$ cat config.mk
export PLATFORM = sky130hd
export DESIGN_NAME = exu_alu_bjp
export DESIGN_NICKNAME = d
export VERILOG_FILES = /design/src/source/exu_info_pkg.sv /design/src/source/pipe_pkg.sv /design/src/source/exu_alu_bjp.sv
export VERILOG_INCLUDE_DIRS = /design/src /design/src/include
export SDC_FILE = /design/constraint.sdc
export NUM_CORES = 2
export LEC_CHECK = 0
export BUFFER_PORTS_ARGS = -buffer_cell sky130_fd_sc_hd__buf_4
export CORE_UTILIZATION = 35
export CTS_BUF_LIST = sky130_fd_sc_hd__clkbuf_4
export DETAILED_ROUTE_END_ITERATION = 8
export GPL_ROUTABILITY_DRIVEN = 0
export PLACE_DENSITY_LB_ADDON = 0.12
export SYNTH_ARGS = -nofsm -noshare
export SYNTH_HDL_FRONTEND = slang
export SYNTH_SLANG_ARGS = --single-unit
$ cat constraint.sdc
create_clock -name clk -period 10.8 [get_ports clk]
set_input_delay 0.54 -clock clk [delete_from_list [all_inputs] [get_ports clk]]
set_output_delay 0.54 -clock clk [all_outputs]
set_load 0.01 [all_outputs]
$ cat src/include/exec_params.svh
`ifndef EXEC_PARAMS_SVH
`define EXEC_PARAMS_SVH

// integer register width
`define XLEN 64

// architectural register file
`define NUM_REGS 32
`define REG_IDX_W 5

// RV64 shift amount
`define SHAMT_W 6

`endif

$ cat src/source/exu_info_pkg.sv
`default_nettype none

package exu_info_pkg;

  // class field, low 3 bits of the info word
  typedef enum logic [2:0] {
    EXU_NONE = 3'd0,
    EXU_ALU  = 3'd1,
    EXU_BJP  = 3'd2,
    EXU_LS   = 3'd3
  } exu_class_e;

  // op bits one-hot in [10:0]
  typedef struct packed {
    logic ebreak;
    logic wop;
    logic op_lui;
    logic op_and;
    logic op_or;
    logic op_xor;
    logic op_sltu;
    logic op_slt;
    logic op_sra;
    logic op_srl;
    logic op_sll;
    logic op_sub;
    logic op_add;
  } alu_flags_t;

  typedef struct packed {
    logic [4:0] rsvd;
    logic       bgeu;
    logic       bltu;
    logic       bge;
    logic       blt;
    logic       bne;
    logic       beq;
    logic       jalr;
    logic       jal;
  } bjp_flags_t;

  // load/store attribute word as it leaves the core
  typedef struct packed {
    logic size_dw;
    logic size_w;
    logic size_h;
    logic size_b;
    logic usign;
    logic store;
    logic load;
  } ls_info_t;

  typedef struct packed {
    logic [5:0] rsvd;
    ls_info_t   attr;
  } ls_flags_t;

  // payload meaning depends on the class field
  typedef union packed {
    alu_flags_t alu;
    bjp_flags_t bjp;
    ls_flags_t  ls;
  } exu_payload_u;

  typedef struct packed {
    exu_payload_u payload;
    exu_class_e   cls;
  } exu_info_t;

endpackage

`default_nettype wire

$ cat src/source/pipe_pkg.sv
`default_nettype none
`include "exec_params.svh"

package pipe_pkg;

  // decode stage register contents
  typedef struct packed {
    logic                   valid;
    logic                   rd_wr_en;
    logic [`REG_IDX_W-1:0]  rd_idx;
    exu_info_pkg::exu_info_t info;
    logic [`XLEN-1:0]       op1;
    logic [`XLEN-1:0]       op2;
    logic [`XLEN-1:0]       jump_base;
    logic [`XLEN-1:0]       jump_off;
    logic [`XLEN-1:0]       store_data;
    logic [`XLEN-1:0]       pc;
  } dec_pkt_t;

  // execute stage register contents, feeds writeback and the core outputs
  typedef struct packed {
    logic                   valid;
    logic                   rd_wr_en;
    logic [`REG_IDX_W-1:0]  rd_idx;
    logic [`XLEN-1:0]       result;
    logic                   jump;
    logic [`XLEN-1:0]       jump_addr;
    exu_info_pkg::ls_info_t ls_info;
    logic [`XLEN-1:0]       ls_addr;
    logic [`XLEN-1:0]       store_data;
    logic                   ebreak;
    logic                   illegal;
  } exu_res_t;

endpackage

`default_nettype wire

$ cat src/source/exu_alu_bjp.sv
`timescale 1ns/1ps
`default_nettype none
`include "exec_params.svh"

module exu_alu_bjp (
  input  logic               clk,
  input  logic               reset_i,
  input  pipe_pkg::dec_pkt_t dec_i,
  output pipe_pkg::exu_res_t res_o
);
  import exu_info_pkg::*;
  import pipe_pkg::*;

  alu_flags_t          alu;
  bjp_flags_t          bjp;
  ls_flags_t           ls;
  logic                ebreak;
  logic                sub_need;
  logic                add_need;
  logic                adder_cout;
  logic [`XLEN-1:0]    adder_in2;
  logic [`XLEN-1:0]    adder_res;
  logic                lt;
  logic                ltu;
  logic                eq;
  logic                taken;
  logic [`SHAMT_W-1:0] shamt;
  logic [`XLEN-1:0]    sll_res;
  logic [`XLEN-1:0]    srl_res;
  logic [`XLEN-1:0]    sra_res;
  logic [31:0]         srlw_res;
  logic [31:0]         sraw_res;
  logic [31:0]         word_res;
  logic [`XLEN-1:0]    full_res;
  logic [`XLEN-1:0]    alu_res;
  exu_res_t            res_d;
  exu_res_t            res_q;

  // each view of the payload is live only in its own class
  assign alu    = (dec_i.info.cls == EXU_ALU) ? dec_i.info.payload.alu : '0;
  assign bjp    = (dec_i.info.cls == EXU_BJP) ? dec_i.info.payload.bjp : '0;
  assign ls     = (dec_i.info.cls == EXU_LS) ? dec_i.info.payload.ls : '0;
  assign ebreak = (dec_i.info.cls == EXU_NONE) & dec_i.info.payload.alu.ebreak;

  // shared adder, subtract for compares and branches
  assign sub_need  = alu.op_sub | alu.op_slt | alu.op_sltu | bjp.beq | bjp.bne |
                     bjp.blt | bjp.bge | bjp.bltu | bjp.bgeu;
  assign add_need  = alu.op_add | alu.op_sub | bjp.jal | bjp.jalr;
  assign adder_in2 = sub_need ? ~dec_i.op2 : dec_i.op2;
  assign {adder_cout, adder_res} = {1'b0, dec_i.op1} + {1'b0, adder_in2} +
                                   {{`XLEN{1'b0}}, sub_need};

  // differing signs decide, else the sign of the difference
  assign lt  = (dec_i.op1[`XLEN-1] & ~dec_i.op2[`XLEN-1]) |
               (~(dec_i.op1[`XLEN-1] ^ dec_i.op2[`XLEN-1]) & adder_res[`XLEN-1]);
  assign ltu = ~adder_cout;
  assign eq  = ~|adder_res;

  assign taken = (bjp.beq & eq) | (bjp.bne & ~eq) | (bjp.blt & lt) | (bjp.bge & ~lt) |
                 (bjp.bltu & ltu) | (bjp.bgeu & ~ltu);

  // word shifts use five bits of the amount
  assign shamt    = alu.wop ? {1'b0, dec_i.op2[4:0]} : dec_i.op2[`SHAMT_W-1:0];
  assign sll_res  = dec_i.op1 << shamt;
  assign srl_res  = dec_i.op1 >> shamt;
  assign sra_res  = $signed(dec_i.op1) >>> shamt;
  assign srlw_res = dec_i.op1[31:0] >> shamt;
  assign sraw_res = $signed(dec_i.op1[31:0]) >>> shamt;

  assign full_res = ({`XLEN{add_need}} & adder_res) |
                    ({`XLEN{alu.op_sll}} & sll_res) |
                    ({`XLEN{alu.op_srl}} & srl_res) |
                    ({`XLEN{alu.op_sra}} & sra_res) |
                    ({`XLEN{alu.op_slt}} & {{(`XLEN-1){1'b0}}, lt}) |
                    ({`XLEN{alu.op_sltu}} & {{(`XLEN-1){1'b0}}, ltu}) |
                    ({`XLEN{alu.op_xor}} & (dec_i.op1 ^ dec_i.op2)) |
                    ({`XLEN{alu.op_or}} & (dec_i.op1 | dec_i.op2)) |
                    ({`XLEN{alu.op_and}} & (dec_i.op1 & dec_i.op2)) |
                    ({`XLEN{alu.op_lui}} & dec_i.op2);

  // right shifts of a word need the low half shifted on its own
  assign word_res = ({32{alu.op_srl}} & srlw_res) |
                    ({32{alu.op_sra}} & sraw_res) |
                    ({32{~(alu.op_srl | alu.op_sra)}} & full_res[31:0]);
  assign alu_res  = alu.wop ? {{(`XLEN-32){word_res[31]}}, word_res} : full_res;

  always_comb begin
    res_d.valid      = dec_i.valid;
    res_d.rd_wr_en   = dec_i.valid & dec_i.rd_wr_en & ~ls.attr.load;
    res_d.rd_idx     = dec_i.rd_idx;
    res_d.result     = alu_res;
    res_d.jump       = dec_i.valid & (bjp.jal | bjp.jalr | taken);
    res_d.jump_addr  = dec_i.jump_base + dec_i.jump_off;
    res_d.ls_info    = dec_i.valid ? ls.attr : '0;
    res_d.ls_addr    = adder_res;
    res_d.store_data = ls.attr.store ? dec_i.store_data : '0;
    res_d.ebreak     = dec_i.valid & ebreak;
    res_d.illegal    = dec_i.valid & (dec_i.info.cls == EXU_NONE) & ~ebreak;
  end

  always_ff @(posedge clk) begin
    res_q <= res_d;
    if (reset_i) begin
      res_q.valid    <= 1'b0;
      res_q.rd_wr_en <= 1'b0;
      res_q.jump     <= 1'b0;
      res_q.ebreak   <= 1'b0;
      res_q.illegal  <= 1'b0;
    end
  end

  assign res_o = res_q;

  // only a branch or jump redirects
  assert property (@(posedge clk) disable iff (reset_i)
    dec_i.valid && dec_i.info.cls != EXU_BJP |=> !res_q.jump);

  // link value comes back as the return address of the issuing pc
  assert property (@(posedge clk) disable iff (reset_i)
    dec_i.valid && (bjp.jal || bjp.jalr) |=> res_q.result == $past(dec_i.pc) + `XLEN'(4));

endmodule

`default_nettype wire

==> impl_metrics.ini <==
[power]
p_leak_nw = 15.8
swShare_pct = 43.8
pwr-share-seq_pct = 27.5
vdd_drop_max_uv = 93.9
combPwrFrac_pct = 50.3
fin_total_pwr_w = 0.00465
p_clk_share_pct = 22.3
power_density_nw_per_um2 = 136
power.switching_w = 0.00204
intPower_w = 0.00262

[flow_run]
max-cap-violations = 0

[yosys]
ys.warnings.count = 0
synth_top_area_share_pct = 20.4
synth_xor_xnor_area_share_pct = 6.09
synth_top_flop_cell = dfxtp_1
ys_seq_area_share_pct = 20.4
synth.distinct_cells = 75
synth_fa_ha_area_share_pct = 12.4
synth_compound_area_share_pct = 29.2
synth_top_area_cell = dfxtp_1
muxShareOfSynthArea_pct = 8.79
ys_async_sr_fraction_pct = 0
ys_seq_elements = 273
syn_nets = 4308
syn_area_sq_um = 26700
yosys-top-cells-area = dfxtp_1 20%, ha_1 12%, o21ai_0 7.1%, mux2i_1 6.4%, a21oi_1 6.1%
synth_top_family_by_area = compound AO/OA/AOI/OAI gates
syn_inst = 3636
synth_most_common_cell = nor2_1
synth_common_cells = 390 x nor2_1, 379 x o21ai_0, 335 x nand2_1
synth_edf_count = 0
synth.avg_cell_area_sq_um = 7.36
synth_simple_gate_area_share_pct = 17.3

[route]
routedWlPerCell_um = 26.4
drt_first_pass_iters = 9
num_vias = 31700
first_iter_violations = 4021
drc = 0
drt_wl_total_um = 140000
ant_nets = 0
vias_per_cell = 6.01

[sta]
finalSetupViolations = 0
worst_pin_slew_ns = 1.37
slew_viol_final = 0
setup-tns-final_ns = 0
finalCriticalPeriod_ns = 7.46
hold_viol_final = 0
rsz0062_at_grt = false
finalCritPeriodShare_pct = 69.0
relSlewSlack_pct = 7.66
max_freq_mhz = 134

[global_routing]
grt_pass1_vias = 29300
antenna_found_initial = 10
track_usage_pct = 34.3
grt_start_max_net_pins = 91
grt_pass1_wl_um = 198000
overflow = 0

[floorplanning]
start_util_pct = 35.3
core_region_area_sq_um = 75800
die_area_sq_um = 77500
die_y_um = 278
fp-row-count = 101
ios = 682
fp.dieW_um = 278

[cts]
ctsHoldBuffers = 95
numClockSinks = 273
clk_pin_slew_worst_paths_ns = 0.06
clock-root-buffer = clkbuf_4
cts_tree = yes
cts_buffers = 82
cts_buffer_depth = 3
ctsResizeCount = 0
cts_setup_buffers = 0
htreeDepth = 3

[critical_path]
crit_path_max_fanout = 24
required_ns = 11.47
worstSetupPathType = in2reg
startpoint_type = input port
crit_arrival_ns = 8.12
cp-end-kind = flop

[finish]
fin_nets = 4909
largest_register_ffs = 273
areaGrowthSynthToFinish_pct = 27.4
fin_util_pct = 45.0
fillCellCount = 7856
drive_gt1_share_pct = 20.1

[place]
portBuffers = 617
place_hpwl_um = 109000

[outcome]
status = finished clean

[min_path]
hold_path.class = in2reg
power groups by stage:
stage                     sequential (W)  clock (W)  combinational [W]
final                            0.00128    0.00104            0.00234
after global routing             0.00129    0.00113            0.00245
after CTS                        0.00128    0.00107            0.00226
after detailed placement         0.00130          0            0.00222
after global placement           0.00130          0            0.00222
after floorplan                  0.00139          0            0.00105
stage by stage:
step | worst slack (ns) | instances | hold WS (ns) | instance area [sq um]
floorplan | 5.15 | 3636 | 0.568 | 26700
global placement | 3.17 | 5035 | 0.645 | 32100
detailed placement | 3.12 | 5035 | 0.646 | 32100
CTS | 3.59 | 5271 | 0.000336 | 34100
global route | 3.12 | 5276 | 0.0339 | 34100
finish | 3.34 | 5280 | 0.0297 | 34100
worst max-delay path, stage by stage:
cell and delay, ns:
dlygate4sd3_1 0.55, buf_4 0.16, nor4_1 0.26, a31oi_1 0.24, nand2_4 0.41, buf_4 0.50, xnor2_1 0.13, ha_1 0.43
a21oi_1 0.21, o21ai_1 0.14, a221oi_1 0.41, o21ai_0 0.17, a2111oi_1 0.96, o31ai_1 0.25, or3_1 0.39, a31oi_1 0.49
o211ai_1 0.17, xnor2_1 0.35, o21bai_1 0.16, a211oi_1 0.81, o22ai_1 0.32
logic make-up (layout without fill, tap and decap cells):
family | after synthesis | count (layout)
flops | 273 | 273
mux | 210 | 210
xor+xnor | 186 | 186
simple gates | 1037 | 1037
other cells | 0 | 8
buf+inv | 409 | 1067
fa+ha+maj | 263 | 263
compound gates | 1258 | 1258
layout by cell type (no fill, tap or decap), types with 31 or more instances in the layout:
cell and instances:
buf_4 663, nor2_1 388, o21ai_0 379, nand2_1 333, a21oi_1 328, dfxtp_1 273
ha_1 261, mux2i_1 172, inv_1 161, xnor2_1 139, clkbuf_4 113, dlygate4sd3_1 95
and3_1 90, a21o_1 84, a221oi_1 58, o211ai_1 57, xor2_1 47, nand4_1 46
a211oi_1 44, nand3_1 43, o22ai_1 35, a22oi_1 34, o21bai_1 33, a31oi_1 32
nor3_1 31, o21a_1 31
cell type report:
class	count	area, sq um	area share, %
repair buffers	760	5940	17.4
well taps	978	1220	3.59
inverters	166	628	1.84
flip-flops and latches	273	5470	16.0
clock inverters	28	176	0.518
diodes	8	20.0	0.0587
multi-input cells	2954	19800	58.0
clock buffers	113	848	2.49
path summary, 6_finish.rpt:
check	slack, ns	endpoint	startpoint	depth (start not counted)
max	3.34	res_o[202]	dec_i[393]	21
min	0.03	res_o[201]	dec_i[386]	4
metal layers:
metal  wire length, um  track usage (%)
met3             15200             9.28
met1             56900             44.5
met2             59700             52.3
met5                 0                0
met4              7740             16.4
(Power assumes the default switching activity.)
