File: src/include/exec_params.svh
`ifndef EXEC_PARAMS_SVH
`define EXEC_PARAMS_SVH

// integer register width
`define XLEN 64

// architectural register file
`define NUM_REGS 32
`define REG_IDX_W 5

// RV64 shift amount
`define SHAMT_W 6

`endif

File: src/source/exu_info_pkg.sv
`default_nettype none

package exu_info_pkg;

  // class field, low 3 bits of the info word
  typedef enum logic [2:0] {
    EXU_NONE = 3'd0,
    EXU_ALU  = 3'd1,
    EXU_BJP  = 3'd2,
    EXU_LS   = 3'd3
  } exu_class_e;

  // op bits one-hot in [10:0]
  typedef struct packed {
    logic ebreak;
    logic wop;
    logic op_lui;
    logic op_and;
    logic op_or;
    logic op_xor;
    logic op_sltu;
    logic op_slt;
    logic op_sra;
    logic op_srl;
    logic op_sll;
    logic op_sub;
    logic op_add;
  } alu_flags_t;

  typedef struct packed {
    logic [4:0] rsvd;
    logic       bgeu;
    logic       bltu;
    logic       bge;
    logic       blt;
    logic       bne;
    logic       beq;
    logic       jalr;
    logic       jal;
  } bjp_flags_t;

  // load/store attribute word as it leaves the core
  typedef struct packed {
    logic size_dw;
    logic size_w;
    logic size_h;
    logic size_b;
    logic usign;
    logic store;
    logic load;
  } ls_info_t;

  typedef struct packed {
    logic [5:0] rsvd;
    ls_info_t   attr;
  } ls_flags_t;

  // payload meaning depends on the class field
  typedef union packed {
    alu_flags_t alu;
    bjp_flags_t bjp;
    ls_flags_t  ls;
  } exu_payload_u;

  typedef struct packed {
    exu_payload_u payload;
    exu_class_e   cls;
  } exu_info_t;

endpackage

`default_nettype wire

File: src/source/pipe_pkg.sv
`default_nettype none
`include "exec_params.svh"

package pipe_pkg;

  // decode stage register contents
  typedef struct packed {
    logic                   valid;
    logic                   rd_wr_en;
    logic [`REG_IDX_W-1:0]  rd_idx;
    exu_info_pkg::exu_info_t info;
    logic [`XLEN-1:0]       op1;
    logic [`XLEN-1:0]       op2;
    logic [`XLEN-1:0]       jump_base;
    logic [`XLEN-1:0]       jump_off;
    logic [`XLEN-1:0]       store_data;
    logic [`XLEN-1:0]       pc;
  } dec_pkt_t;

  // execute stage register contents, feeds writeback and the core outputs
  typedef struct packed {
    logic                   valid;
    logic                   rd_wr_en;
    logic [`REG_IDX_W-1:0]  rd_idx;
    logic [`XLEN-1:0]       result;
    logic                   jump;
    logic [`XLEN-1:0]       jump_addr;
    exu_info_pkg::ls_info_t ls_info;
    logic [`XLEN-1:0]       ls_addr;
    logic [`XLEN-1:0]       store_data;
    logic                   ebreak;
    logic                   illegal;
  } exu_res_t;

endpackage

`default_nettype wire

File: src/source/inst_decode.sv
`timescale 1ns/1ps
`default_nettype none
`include "exec_params.svh"

module inst_decode (
  input  logic                  clk,
  input  logic                  reset_i,
  input  logic                  inst_valid_i,
  input  logic [31:0]           inst_i,
  input  logic [`XLEN-1:0]      pc_i,
  output logic [`REG_IDX_W-1:0] rs1_idx_o,
  output logic [`REG_IDX_W-1:0] rs2_idx_o,
  input  logic [`XLEN-1:0]      rs1_data_i,
  input  logic [`XLEN-1:0]      rs2_data_i,
  output pipe_pkg::dec_pkt_t    dec_o
);
  import exu_info_pkg::*;
  import pipe_pkg::*;

  logic [6:0]       opcode;
  logic [2:0]       funct3;
  logic [6:0]       funct7;
  logic             is_imm;
  logic             is_w;
  logic             alt;
  logic             alu_legal;
  logic             legal;
  logic [`XLEN-1:0] imm_i;
  logic [`XLEN-1:0] imm_s;
  logic [`XLEN-1:0] imm_b;
  logic [`XLEN-1:0] imm_u;
  logic [`XLEN-1:0] imm_j;
  alu_flags_t       alu_f;
  bjp_flags_t       bjp_f;
  ls_flags_t        ls_f;
  dec_pkt_t         dec_d;
  dec_pkt_t         dec_q;

  assign opcode    = inst_i[6:0];
  assign funct3    = inst_i[14:12];
  assign funct7    = inst_i[31:25];
  assign is_imm    = ~opcode[5];
  assign is_w      = opcode[3];
  assign rs1_idx_o = inst_i[19:15];
  assign rs2_idx_o = inst_i[24:20];

  assign imm_i = {{(`XLEN-12){inst_i[31]}}, inst_i[31:20]};
  assign imm_s = {{(`XLEN-12){inst_i[31]}}, inst_i[31:25], inst_i[11:7]};
  assign imm_b = {{(`XLEN-12){inst_i[31]}}, inst_i[7], inst_i[30:25], inst_i[11:8], 1'b0};
  assign imm_u = {{(`XLEN-32){inst_i[31]}}, inst_i[31:12], 12'b0};
  assign imm_j = {{(`XLEN-20){inst_i[31]}}, inst_i[19:12], inst_i[20], inst_i[30:21], 1'b0};

  // sub/sra select, only srai carries it among the immediate forms
  assign alt = inst_i[30] & (~is_imm | (funct3 == 3'd5));

  // funct7 and shamt checks for the four integer ALU opcodes
  always_comb begin
    if (!is_imm) begin
      alu_legal = (funct7 == {1'b0, inst_i[30], 5'b0}) &&
                  (!inst_i[30] || funct3 == 3'd0 || funct3 == 3'd5);
    end else if (funct3 == 3'd1 || funct3 == 3'd5) begin
      alu_legal = ({inst_i[31], inst_i[29:26]} == 5'b0) && !(is_w && inst_i[25]) &&
                  (funct3 == 3'd5 || !inst_i[30]);
    end else begin
      alu_legal = 1'b1;
    end
    // word forms exist for add/sub and shifts only
    if (is_w && funct3 != 3'd0 && funct3 != 3'd1 && funct3 != 3'd5) begin
      alu_legal = 1'b0;
    end
  end

  always_comb begin
    dec_d            = '0;
    dec_d.valid      = inst_valid_i;
    dec_d.rd_idx     = inst_i[11:7];
    dec_d.op1        = rs1_data_i;
    dec_d.op2        = rs2_data_i;
    dec_d.jump_base  = pc_i;
    dec_d.jump_off   = imm_b;
    dec_d.store_data = rs2_data_i;
    dec_d.pc         = pc_i;
    alu_f            = '0;
    bjp_f            = '0;
    ls_f             = '0;
    ls_f.attr.size_b  = funct3[1:0] == 2'd0;
    ls_f.attr.size_h  = funct3[1:0] == 2'd1;
    ls_f.attr.size_w  = funct3[1:0] == 2'd2;
    ls_f.attr.size_dw = funct3[1:0] == 2'd3;
    ls_f.attr.usign   = funct3[2];
    legal            = 1'b1;
    case (opcode)
      // OP, OP-32, OP-IMM, OP-IMM-32
      7'b0110011, 7'b0111011, 7'b0010011, 7'b0011011: begin
        dec_d.info.cls = EXU_ALU;
        dec_d.rd_wr_en = 1'b1;
        alu_f.wop      = is_w;
        legal          = alu_legal;
        if (is_imm) begin
          dec_d.op2 = imm_i;
        end
        case (funct3)
          3'd0: begin
            alu_f.op_sub = alt;
            alu_f.op_add = ~alt;
          end
          3'd1: alu_f.op_sll = 1'b1;
          3'd2: alu_f.op_slt = 1'b1;
          3'd3: alu_f.op_sltu = 1'b1;
          3'd4: alu_f.op_xor = 1'b1;
          3'd5: begin
            alu_f.op_sra = alt;
            alu_f.op_srl = ~alt;
          end
          3'd6: alu_f.op_or = 1'b1;
          default: alu_f.op_and = 1'b1;
        endcase
      end
      7'b0110111: begin
        dec_d.info.cls = EXU_ALU;
        dec_d.rd_wr_en = 1'b1;
        dec_d.op2      = imm_u;
        alu_f.op_lui   = 1'b1;
      end
      7'b0010111: begin
        dec_d.info.cls = EXU_ALU;
        dec_d.rd_wr_en = 1'b1;
        dec_d.op1      = pc_i;
        dec_d.op2      = imm_u;
        alu_f.op_add   = 1'b1;
      end
      // jal and jalr link through the adder as pc + 4
      7'b1101111, 7'b1100111: begin
        dec_d.info.cls = EXU_BJP;
        dec_d.rd_wr_en = 1'b1;
        dec_d.op1      = pc_i;
        dec_d.op2      = `XLEN'(4);
        bjp_f.jal      = opcode[3];
        bjp_f.jalr     = ~opcode[3];
        if (!opcode[3]) begin
          dec_d.jump_base = rs1_data_i;
          dec_d.jump_off  = imm_i;
          legal           = funct3 == 3'd0;
        end else begin
          dec_d.jump_off = imm_j;
        end
      end
      7'b1100011: begin
        dec_d.info.cls = EXU_BJP;
        legal          = funct3[2:1] != 2'b01;
        bjp_f.beq      = funct3 == 3'd0;
        bjp_f.bne      = funct3 == 3'd1;
        bjp_f.blt      = funct3 == 3'd4;
        bjp_f.bge      = funct3 == 3'd5;
        bjp_f.bltu     = funct3 == 3'd6;
        bjp_f.bgeu     = funct3 == 3'd7;
      end
      7'b0000011: begin
        dec_d.info.cls = EXU_LS;
        dec_d.rd_wr_en = 1'b1;
        dec_d.op2      = imm_i;
        ls_f.attr.load = 1'b1;
        legal          = funct3 != 3'd7;
      end
      7'b0100011: begin
        dec_d.info.cls  = EXU_LS;
        dec_d.op2       = imm_s;
        ls_f.attr.store = 1'b1;
        legal           = ~funct3[2];
      end
      // only ebreak of the system space, class stays NONE
      7'b1110011: begin
        alu_f.ebreak = 1'b1;
        legal        = inst_i == 32'h0010_0073;
      end
      default: legal = 1'b0;
    endcase

    case (dec_d.info.cls)
      EXU_BJP: dec_d.info.payload.bjp = bjp_f;
      EXU_LS:  dec_d.info.payload.ls  = ls_f;
      default: dec_d.info.payload.alu = alu_f;
    endcase
    // illegal is class NONE without the ebreak flag
    if (!legal) begin
      dec_d.info     = '0;
      dec_d.rd_wr_en = 1'b0;
    end
  end

  always_ff @(posedge clk) begin
    dec_q <= dec_d;
    if (reset_i) begin
      dec_q.valid    <= 1'b0;
      dec_q.rd_wr_en <= 1'b0;
    end
  end

  assign dec_o = dec_q;

  assert property (@(posedge clk) disable iff (reset_i)
    dec_q.valid && dec_q.info.cls == EXU_ALU |-> $onehot(dec_q.info.payload.alu[10:0]));

endmodule

`default_nettype wire

File: config.mk
export PLATFORM = sky130hd
export DESIGN_NAME = inst_decode
export DESIGN_NICKNAME = d
export VERILOG_FILES = /design/src/source/exu_info_pkg.sv /design/src/source/pipe_pkg.sv /design/src/source/inst_decode.sv
export VERILOG_INCLUDE_DIRS = /design/src /design/src/include
export SDC_FILE = /design/constraint.sdc
export NUM_CORES = 1
export LEC_CHECK = 0
export ABC_CLOCK_PERIOD_IN_PS = 2500
export BUFFER_PORTS_ARGS = -buffer_cell sky130_fd_sc_hd__buf_2
export CAP_MARGIN = 40
export CORE_AREA = 2 2 248 250
export DETAILED_ROUTE_END_ITERATION = 12
export DIE_AREA = 0 0 250 252
export HOLD_SLACK_MARGIN = 0.1
export REMOVE_ABC_BUFFERS = 1
export SETUP_SLACK_MARGIN = 0.2
export SLEW_MARGIN = 20
export SYNTH_ARGS = -nofsm -noshare
export SYNTH_HDL_FRONTEND = slang
export SYNTH_SLANG_ARGS = --single-unit
File: constraint.sdc
create_clock -name clk -period 2.5 [get_ports clk]
set_input_delay 0.25 -clock clk [delete_from_list [all_inputs] [get_ports clk]]
set_output_delay 0.25 -clock clk [all_outputs]
set_load 0.01 [all_outputs]
==> results.py, run 1 <==
metrics = {
    "status": {
        "status": "complete, no violations",
    },
    "layout": {
        "multi_input_comb_area_um2": 2790,
        "seqCellArea_um2": 7270,
        "fin_util": 0.300,
        "area_growth_pct": 70.2,
        "drive_gt1_frac": 0.535,
        "num-nets-final": 1861,
        "fillers": 6150,
        "largest_register_ffs": 363,
    },
    "pwr": {
        "irDropWorstVdd_uv": 539,
        "combPwrFrac": 0.113,
        "p_int_w": 0.0104,
        "p_per_area_nw_per_um2": 755,
        "cellLeakagePower_nw": 8.43,
        "power_frac_seq": 0.457,
        "netSwitchingPower_w": 0.00317,
        "p_sw_frac": 0.233,
        "p_clk_frac": 0.430,
    },
    "floorplanning": {
        "rows": 90,
        "io_pins": 644,
        "fp.coreArea_um2": 60100,
        "die_h_um": 252,
        "dieArea_um2": 63000,
        "die_w_um": 250,
        "initial_utilization": 0.176,
    },
    "clock_tree": {
        "cts_buffers": 38,
        "post_cts_buffers": 0,
        "cts_buffer_depth": 3,
        "cts_tree": "yes",
        "root_buffer": "clkbuf_16",
        "cts_htree_levels": 2,
        "clk_transition_reported_paths_ns": 0.06,
        "cts.sinks": 363,
    },
    "global_route": {
        "grtUsageTotal": 0.138,
        "antenna_found_initial": 16,
        "gr-total-overflow": 0,
        "grt_pass1_wl_mm": 64.0,
        "grt_max_degree": 58,
        "grt_pass1_vias": 9916,
    },
    "timing": {
        "rsz0062_at_grt": "no",
        "finalSetupViolations": 0,
        "fin_crit_sh": 0.923,
        "fmax_mhz": 433,
        "drv_slew": 0,
        "relSlewSlack": 0.576,
        "post-route-min-period_ns": 2.31,
        "tightest_slew_ns": 0.633,
        "fin_setup_tns_ns": 0,
        "hold_violations": 0,
    },
    "synth": {
        "syn_avg_cell_area_um2": 13.3,
        "synth_seq_cells": 363,
        "ys_dominant_reg_cell": "dfxtp_1",
        "yosysWarnings": 0,
        "yosysUniqueCellTypes": 54,
        "yosysTopAreaCell": "dfxtp_1",
        "syn_inst": 797,
        "syn-cell-area_um2": 10600,
        "synth_top_area_frac": 0.687,
        "synth_edf_count": 0,
        "synth_area_leaders": "dfxtp_1 (69%), mux2_2 (14%), buf_4 (3.8%), nand2_1 (2.6%), a221o_1 (1.8%)",
        "async_flop_share": 0,
        "synth-seq-area-share": 0.687,
    },
    "worst_setup_path": {
        "critPathLaunchType": "input port",
        "end_kind": "flip-flop",
        "crit_type": "input port to flip-flop",
        "crit_fanout": 8,
        "crit_arrival_ns": 2.76,
        "cp_data_required_time_ns": 2.96,
    },
    "detailed_routing": {
        "ant_nets": 0,
        "first_iter_violations": 440,
        "vias_per_cell": 3.96,
        "drt_first_pass_iters": 5,
        "routedWlPerCell_um": 18.8,
        "routed_wl_mm": 46.0,
        "drc": 0,
        "vias": 9660,
    },
    "place": {
        "place_congestion": 0.895,
        "port-buffer-count": 642,
        "dp_hpwl_mm": 34.9,
    },
    "run": {
        "maxCapViolations": 0,
    },
    "worst_hold_path": {
        "hp-class": "input port to flip-flop",
    },
}
[placed cells by master, fill, tap and decap left out, types with 6 or more instances in the layout]
master,count
a221o_1,19
a22o_1,6
a31o_2,6
buf_2,642
buf_4,26
clkbuf_16,41
dfxtp_1,363
dlygate4sd3_1,215
inv_1,11
mux2_2,132
nand2_1,73
nor2_1,10
[worst paths after layout]
| path | start | cells past startpoint | end | slack [ns] |
|---|---|---|---|---|
| max | inst_i[23] | 8 | dec_o[385] | 0.19 |
| min | inst_i[20] | 2 | dec_o[128] | 0.16 |
[worst max-delay path, cell delays in order]
cell           delay, ns
dlygate4sd3_1       0.54
buf_2               0.17
nor4b_1             0.53
nand4b_1            0.18
or4_4               0.53
and3_4              0.21
buf_4               0.17
a31oi_1             0.17
[power by group through the flow]
stage,clock [W],sequential (W),combinational [W]
global route,0.00622,0.00624,0.00164
global placement,0,0.00633,0.00123
floorplan,0,0.00654,0.000238
CTS,0.00599,0.00622,0.00153
finish,0.00584,0.00622,0.00154
detailed placement,0,0.00634,0.00124
[layout make-up]
| type | count | share of cell area |
|---|---|---|
| diodes | 1 | 0.000139 |
| flip-flops and latches | 363 | 0.403 |
| repair buffers | 887 | 0.313 |
| clock inverters | 14 | 0.0103 |
| well taps | 782 | 0.0543 |
| clock buffers | 50 | 0.0616 |
| multi-input cells | 333 | 0.155 |
| inverters | 11 | 0.00229 |
[metal layers]
metal | part of all wire | track usage | up-vias
met5 | 0.0015 | 0 | -
met4 | 0.046 | 0.0633 | 10
met3 | 0.092 | 0.0444 | 101
met2 | 0.48 | 0.239 | 618
met1 | 0.38 | 0.153 | 4576
li1 | - | - | 4355
[Yosys cell counts, drive strengths merged (4+ instances only)]
cell type	instances
a221o	19
a222oi	4
a22o	6
a31o	6
and2	4
buf	63
clkbuf	27
dfxtp	363
inv	11
mux2	132
nand2	73
nor2	10
nor3	9
o21ai	7
or2	5
[cells by family (layout without fill, tap and decap cells)]
logic type             Yosys count  count (layout)  share of synthesized area
muxes                          133             133                      0.141
DFF                            363             363                      0.687
AOI/OAI and AO/OA               73              73                     0.0592
and+or+nand+nor                126             126                     0.0558
buffers and inverters          101             962                     0.0565
other                            1               2                   0.000354
[metrics by stage]
step / area [um2] / hold WS (ns) / setup slack, ns / power (W) / cells
after floorplan: 10000 / 0.278 / -3.23 / 0.00678 / 707
after detailed placement: 14500 / 0.369 / 0.0954 / 0.00758 / 2161
final: 18000 / 0.158 / 0.192 / 0.0136 / 2441
after global routing: 18000 / 0.119 / 0.225 / 0.0141 / 2441
after global placement: 14500 / 0.368 / 0.0801 / 0.00756 / 2161
after CTS: 18000 / 0.115 / 0.230 / 0.0137 / 2440
[what timing repair did]
| item | in CTS | in global routing |
|---|---|---|
| hold buffers | 215 | 0 |
| hold endpoints to repair | 351 | 0 |
| endpoints found under the setup margin | 0 | 4 |
| resized for setup | 0 | 5 |
Note: power is estimated with default switching activity, not from simulation.
==> inputs of run 2 (changes only) <==
--- a/config.mk
+++ b/config.mk
@@ -6,6 +6,7 @@
 export SDC_FILE = /design/constraint.sdc
 export NUM_CORES = 1
 export LEC_CHECK = 0
+export ABC_AREA = 0
 export ABC_CLOCK_PERIOD_IN_PS = 2500
 export BUFFER_PORTS_ARGS = -buffer_cell sky130_fd_sc_hd__buf_2
 export CAP_MARGIN = 40
@@ -13,6 +14,7 @@
 export DETAILED_ROUTE_END_ITERATION = 12
 export DIE_AREA = 0 0 250 252
 export HOLD_SLACK_MARGIN = 0.1
+export PLACE_DENSITY = 0.36
 export REMOVE_ABC_BUFFERS = 1
 export SETUP_SLACK_MARGIN = 0.2
 export SLEW_MARGIN = 20
==> results.py, run 2 (same netlist as run 1, synthesis figures left out) <==
metrics = {
    "worst_setup_path": {
        "worstPathCellList": "dlygate4sd3_1 > buf_2 > or3_1 > or2_2 > or4_4 > and3_4 > buf_4 > nor3_1",
        "critPathTopFamily": "simple AND/OR/NAND/NOR gates",
        "crit_fanout": 8,
        "cp.depth": 8,
        "crit_arrival_ns": 2.70,
        "critPathLaunchType": "input port",
        "end_kind": "flip-flop",
        "crit_path_start": "inst_i[13]",
        "critPathCapture": "dec_o[390]",
        "crit_buf_inv": 3,
        "cpPeakStageDelay_ns": 0.54,
        "cp_data_required_time_ns": 2.97,
        "crit_type": "input port to flip-flop",
        "cp_slowest_cell": "dlygate4sd3_1",
    },
    "pwr": {
        "p_clk_frac": 0.455,
        "cellLeakagePower_nw": 8.59,
        "irDropWorstVdd_uv": 429,
        "power_frac_seq": 0.437,
        "netSwitchingPower_w": 0.00335,
        "p_per_area_nw_per_um2": 776,
        "combPwrFrac": 0.109,
        "report.power.total_w": 0.0142,
        "p_int_w": 0.0109,
        "p_sw_frac": 0.236,
    },
    "place": {
        "place_congestion": 0.850,
        "port-buffer-count": 642,
        "dp_hpwl_mm": 35.1,
        "dp_slack_ns": 0.0122,
    },
    "detailed_routing": {
        "drt_first_pass_iters": 4,
        "routedWlPerCell_um": 18.5,
        "routed_wl_mm": 45.7,
        "first_iter_violations": 256,
        "drc": 0,
        "vias": 9390,
        "vias_per_cell": 3.81,
        "ant_nets": 0,
    },
    "clock_tree": {
        "cts_htree_levels": 2,
        "clk_transition_reported_paths_ns": 0.06,
        "cts_tree": "yes",
        "cts_buffers": 43,
        "cts_buffer_depth": 3,
        "cts.sinks": 363,
        "root_buffer": "clkbuf_16",
        "post_cts_buffers": 0,
    },
    "global_route": {
        "antenna_found_initial": 9,
        "grtUsageTotal": 0.137,
        "grt_pass1_vias": 9893,
        "grt_pass1_wl_mm": 64.0,
        "grt_max_degree": 53,
        "gr-total-overflow": 0,
    },
    "floorplanning": {
        "initial_utilization": 0.176,
        "rows": 90,
        "die_h_um": 252,
        "die_w_um": 250,
        "io_pins": 644,
        "fp.coreArea_um2": 60100,
        "dieArea_um2": 63000,
    },
    "timing": {
        "fin_crit_sh": 0.892,
        "post-route-min-period_ns": 2.23,
        "fin_ws_ns": 0.270,
        "tightest_slew_ns": 0.552,
        "relSlewSlack": 0.631,
        "hold_violations": 0,
        "drv_slew": 0,
        "rsz0062_at_grt": "no",
        "fmax_mhz": 449,
        "finalSetupViolations": 0,
    },
    "layout": {
        "final_common_cell": "buf_2",
        "num-nets-final": 1879,
        "fin_util": 0.304,
        "area_growth_pct": 73.0,
        "largest_register_ffs": 363,
        "final_cell_mix": "buf_2 (642), dfxtp_1 (363), dlygate4sd3_1 (217)",
        "drive_gt1_frac": 0.538,
    },
    "worst_hold_path": {
        "hp-class": "input port to flip-flop",
    },
    "run": {
        "maxCapViolations": 0,
    },
    "status": {
        "status": "complete, no violations",
    },
}
run 2: cell count changes in the layout (fill, tap and decap cells not counted), sizes merged:
cell,delta
bufinv,+2
clkbuf,+4
clkinv,+6
diode,+2
inv,+1
clkinvlp,-2
buf,+11
dlygate4sd3,+2
run 2: layout make-up:
cell class,instances,area (um2)
multi-input cells,333,2780
flip-flops and latches,363,7270
clock inverters,21,277
fillers,6327,41800
clock buffers,54,1180
inverters,11,41.3
diodes,3,7.51
repair buffers,900,5780
well taps,782,978
run 2: worst min-delay path by stage:
| stage | slack, ns | depth (start not counted) | startpoint | end |
|---|---|---|---|---|
| floorplan | 0.28 | 0 | pc_i[0] | dec_o[0] |
| global placement | 0.37 | 1 | rs2_data_i[49] | dec_o[113] |
| detailed placement | 0.37 | 1 | rs2_data_i[49] | dec_o[113] |
| CTS | 0.13 | 3 | inst_i[14] | dec_o[394] |
| global route | 0.17 | 3 | inst_i[14] | dec_o[394] |
| finish | 0.18 | 3 | inst_i[14] | dec_o[394] |
run 2: power by group through the flow:
stage | logic, W | clock network [W] | registers [W]
6_report | 0.00155 | 0.00646 | 0.00621
5_1_grt | 0.00166 | 0.00691 | 0.00624
4_1_cts | 0.00157 | 0.00671 | 0.00621
3_5_place_dp | 0.00129 | 0 | 0.00633
3_3_place_gp | 0.00129 | 0 | 0.00633
2_1_floorplan | 0.000238 | 0 | 0.00654
run 2: metrics by stage:
stage | area, um2 | setup TNS, ns | std cells | hold slack [ns]
after floorplan | 10000 | -506.76 | 707 | 0.278
after global placement | 14700 | 0 | 2172 | 0.368
after detailed placement | 14700 | 0 | 2172 | 0.370
after CTS | 18300 | 0 | 2464 | 0.134
after global routing | 18300 | 0 | 2467 | 0.175
final | 18300 | 0 | 2467 | 0.179
run 2: timing repair:
item	CTS	global route
endpoints found under the hold margin	351	0
gates resized for setup	0	3
hold buffers	217	0
endpoints found under the setup margin	0	3
run 2: per-layer routing:
layer,GRT usage,vias up,wire length [um],part of all wire
met5,0,-,23,0.00050
met4,0.0517,4,1480,0.032
met3,0.0567,75,4460,0.098
met2,0.253,464,23500,0.51
met1,0.138,4438,16300,0.36
li1,-,4409,-,-
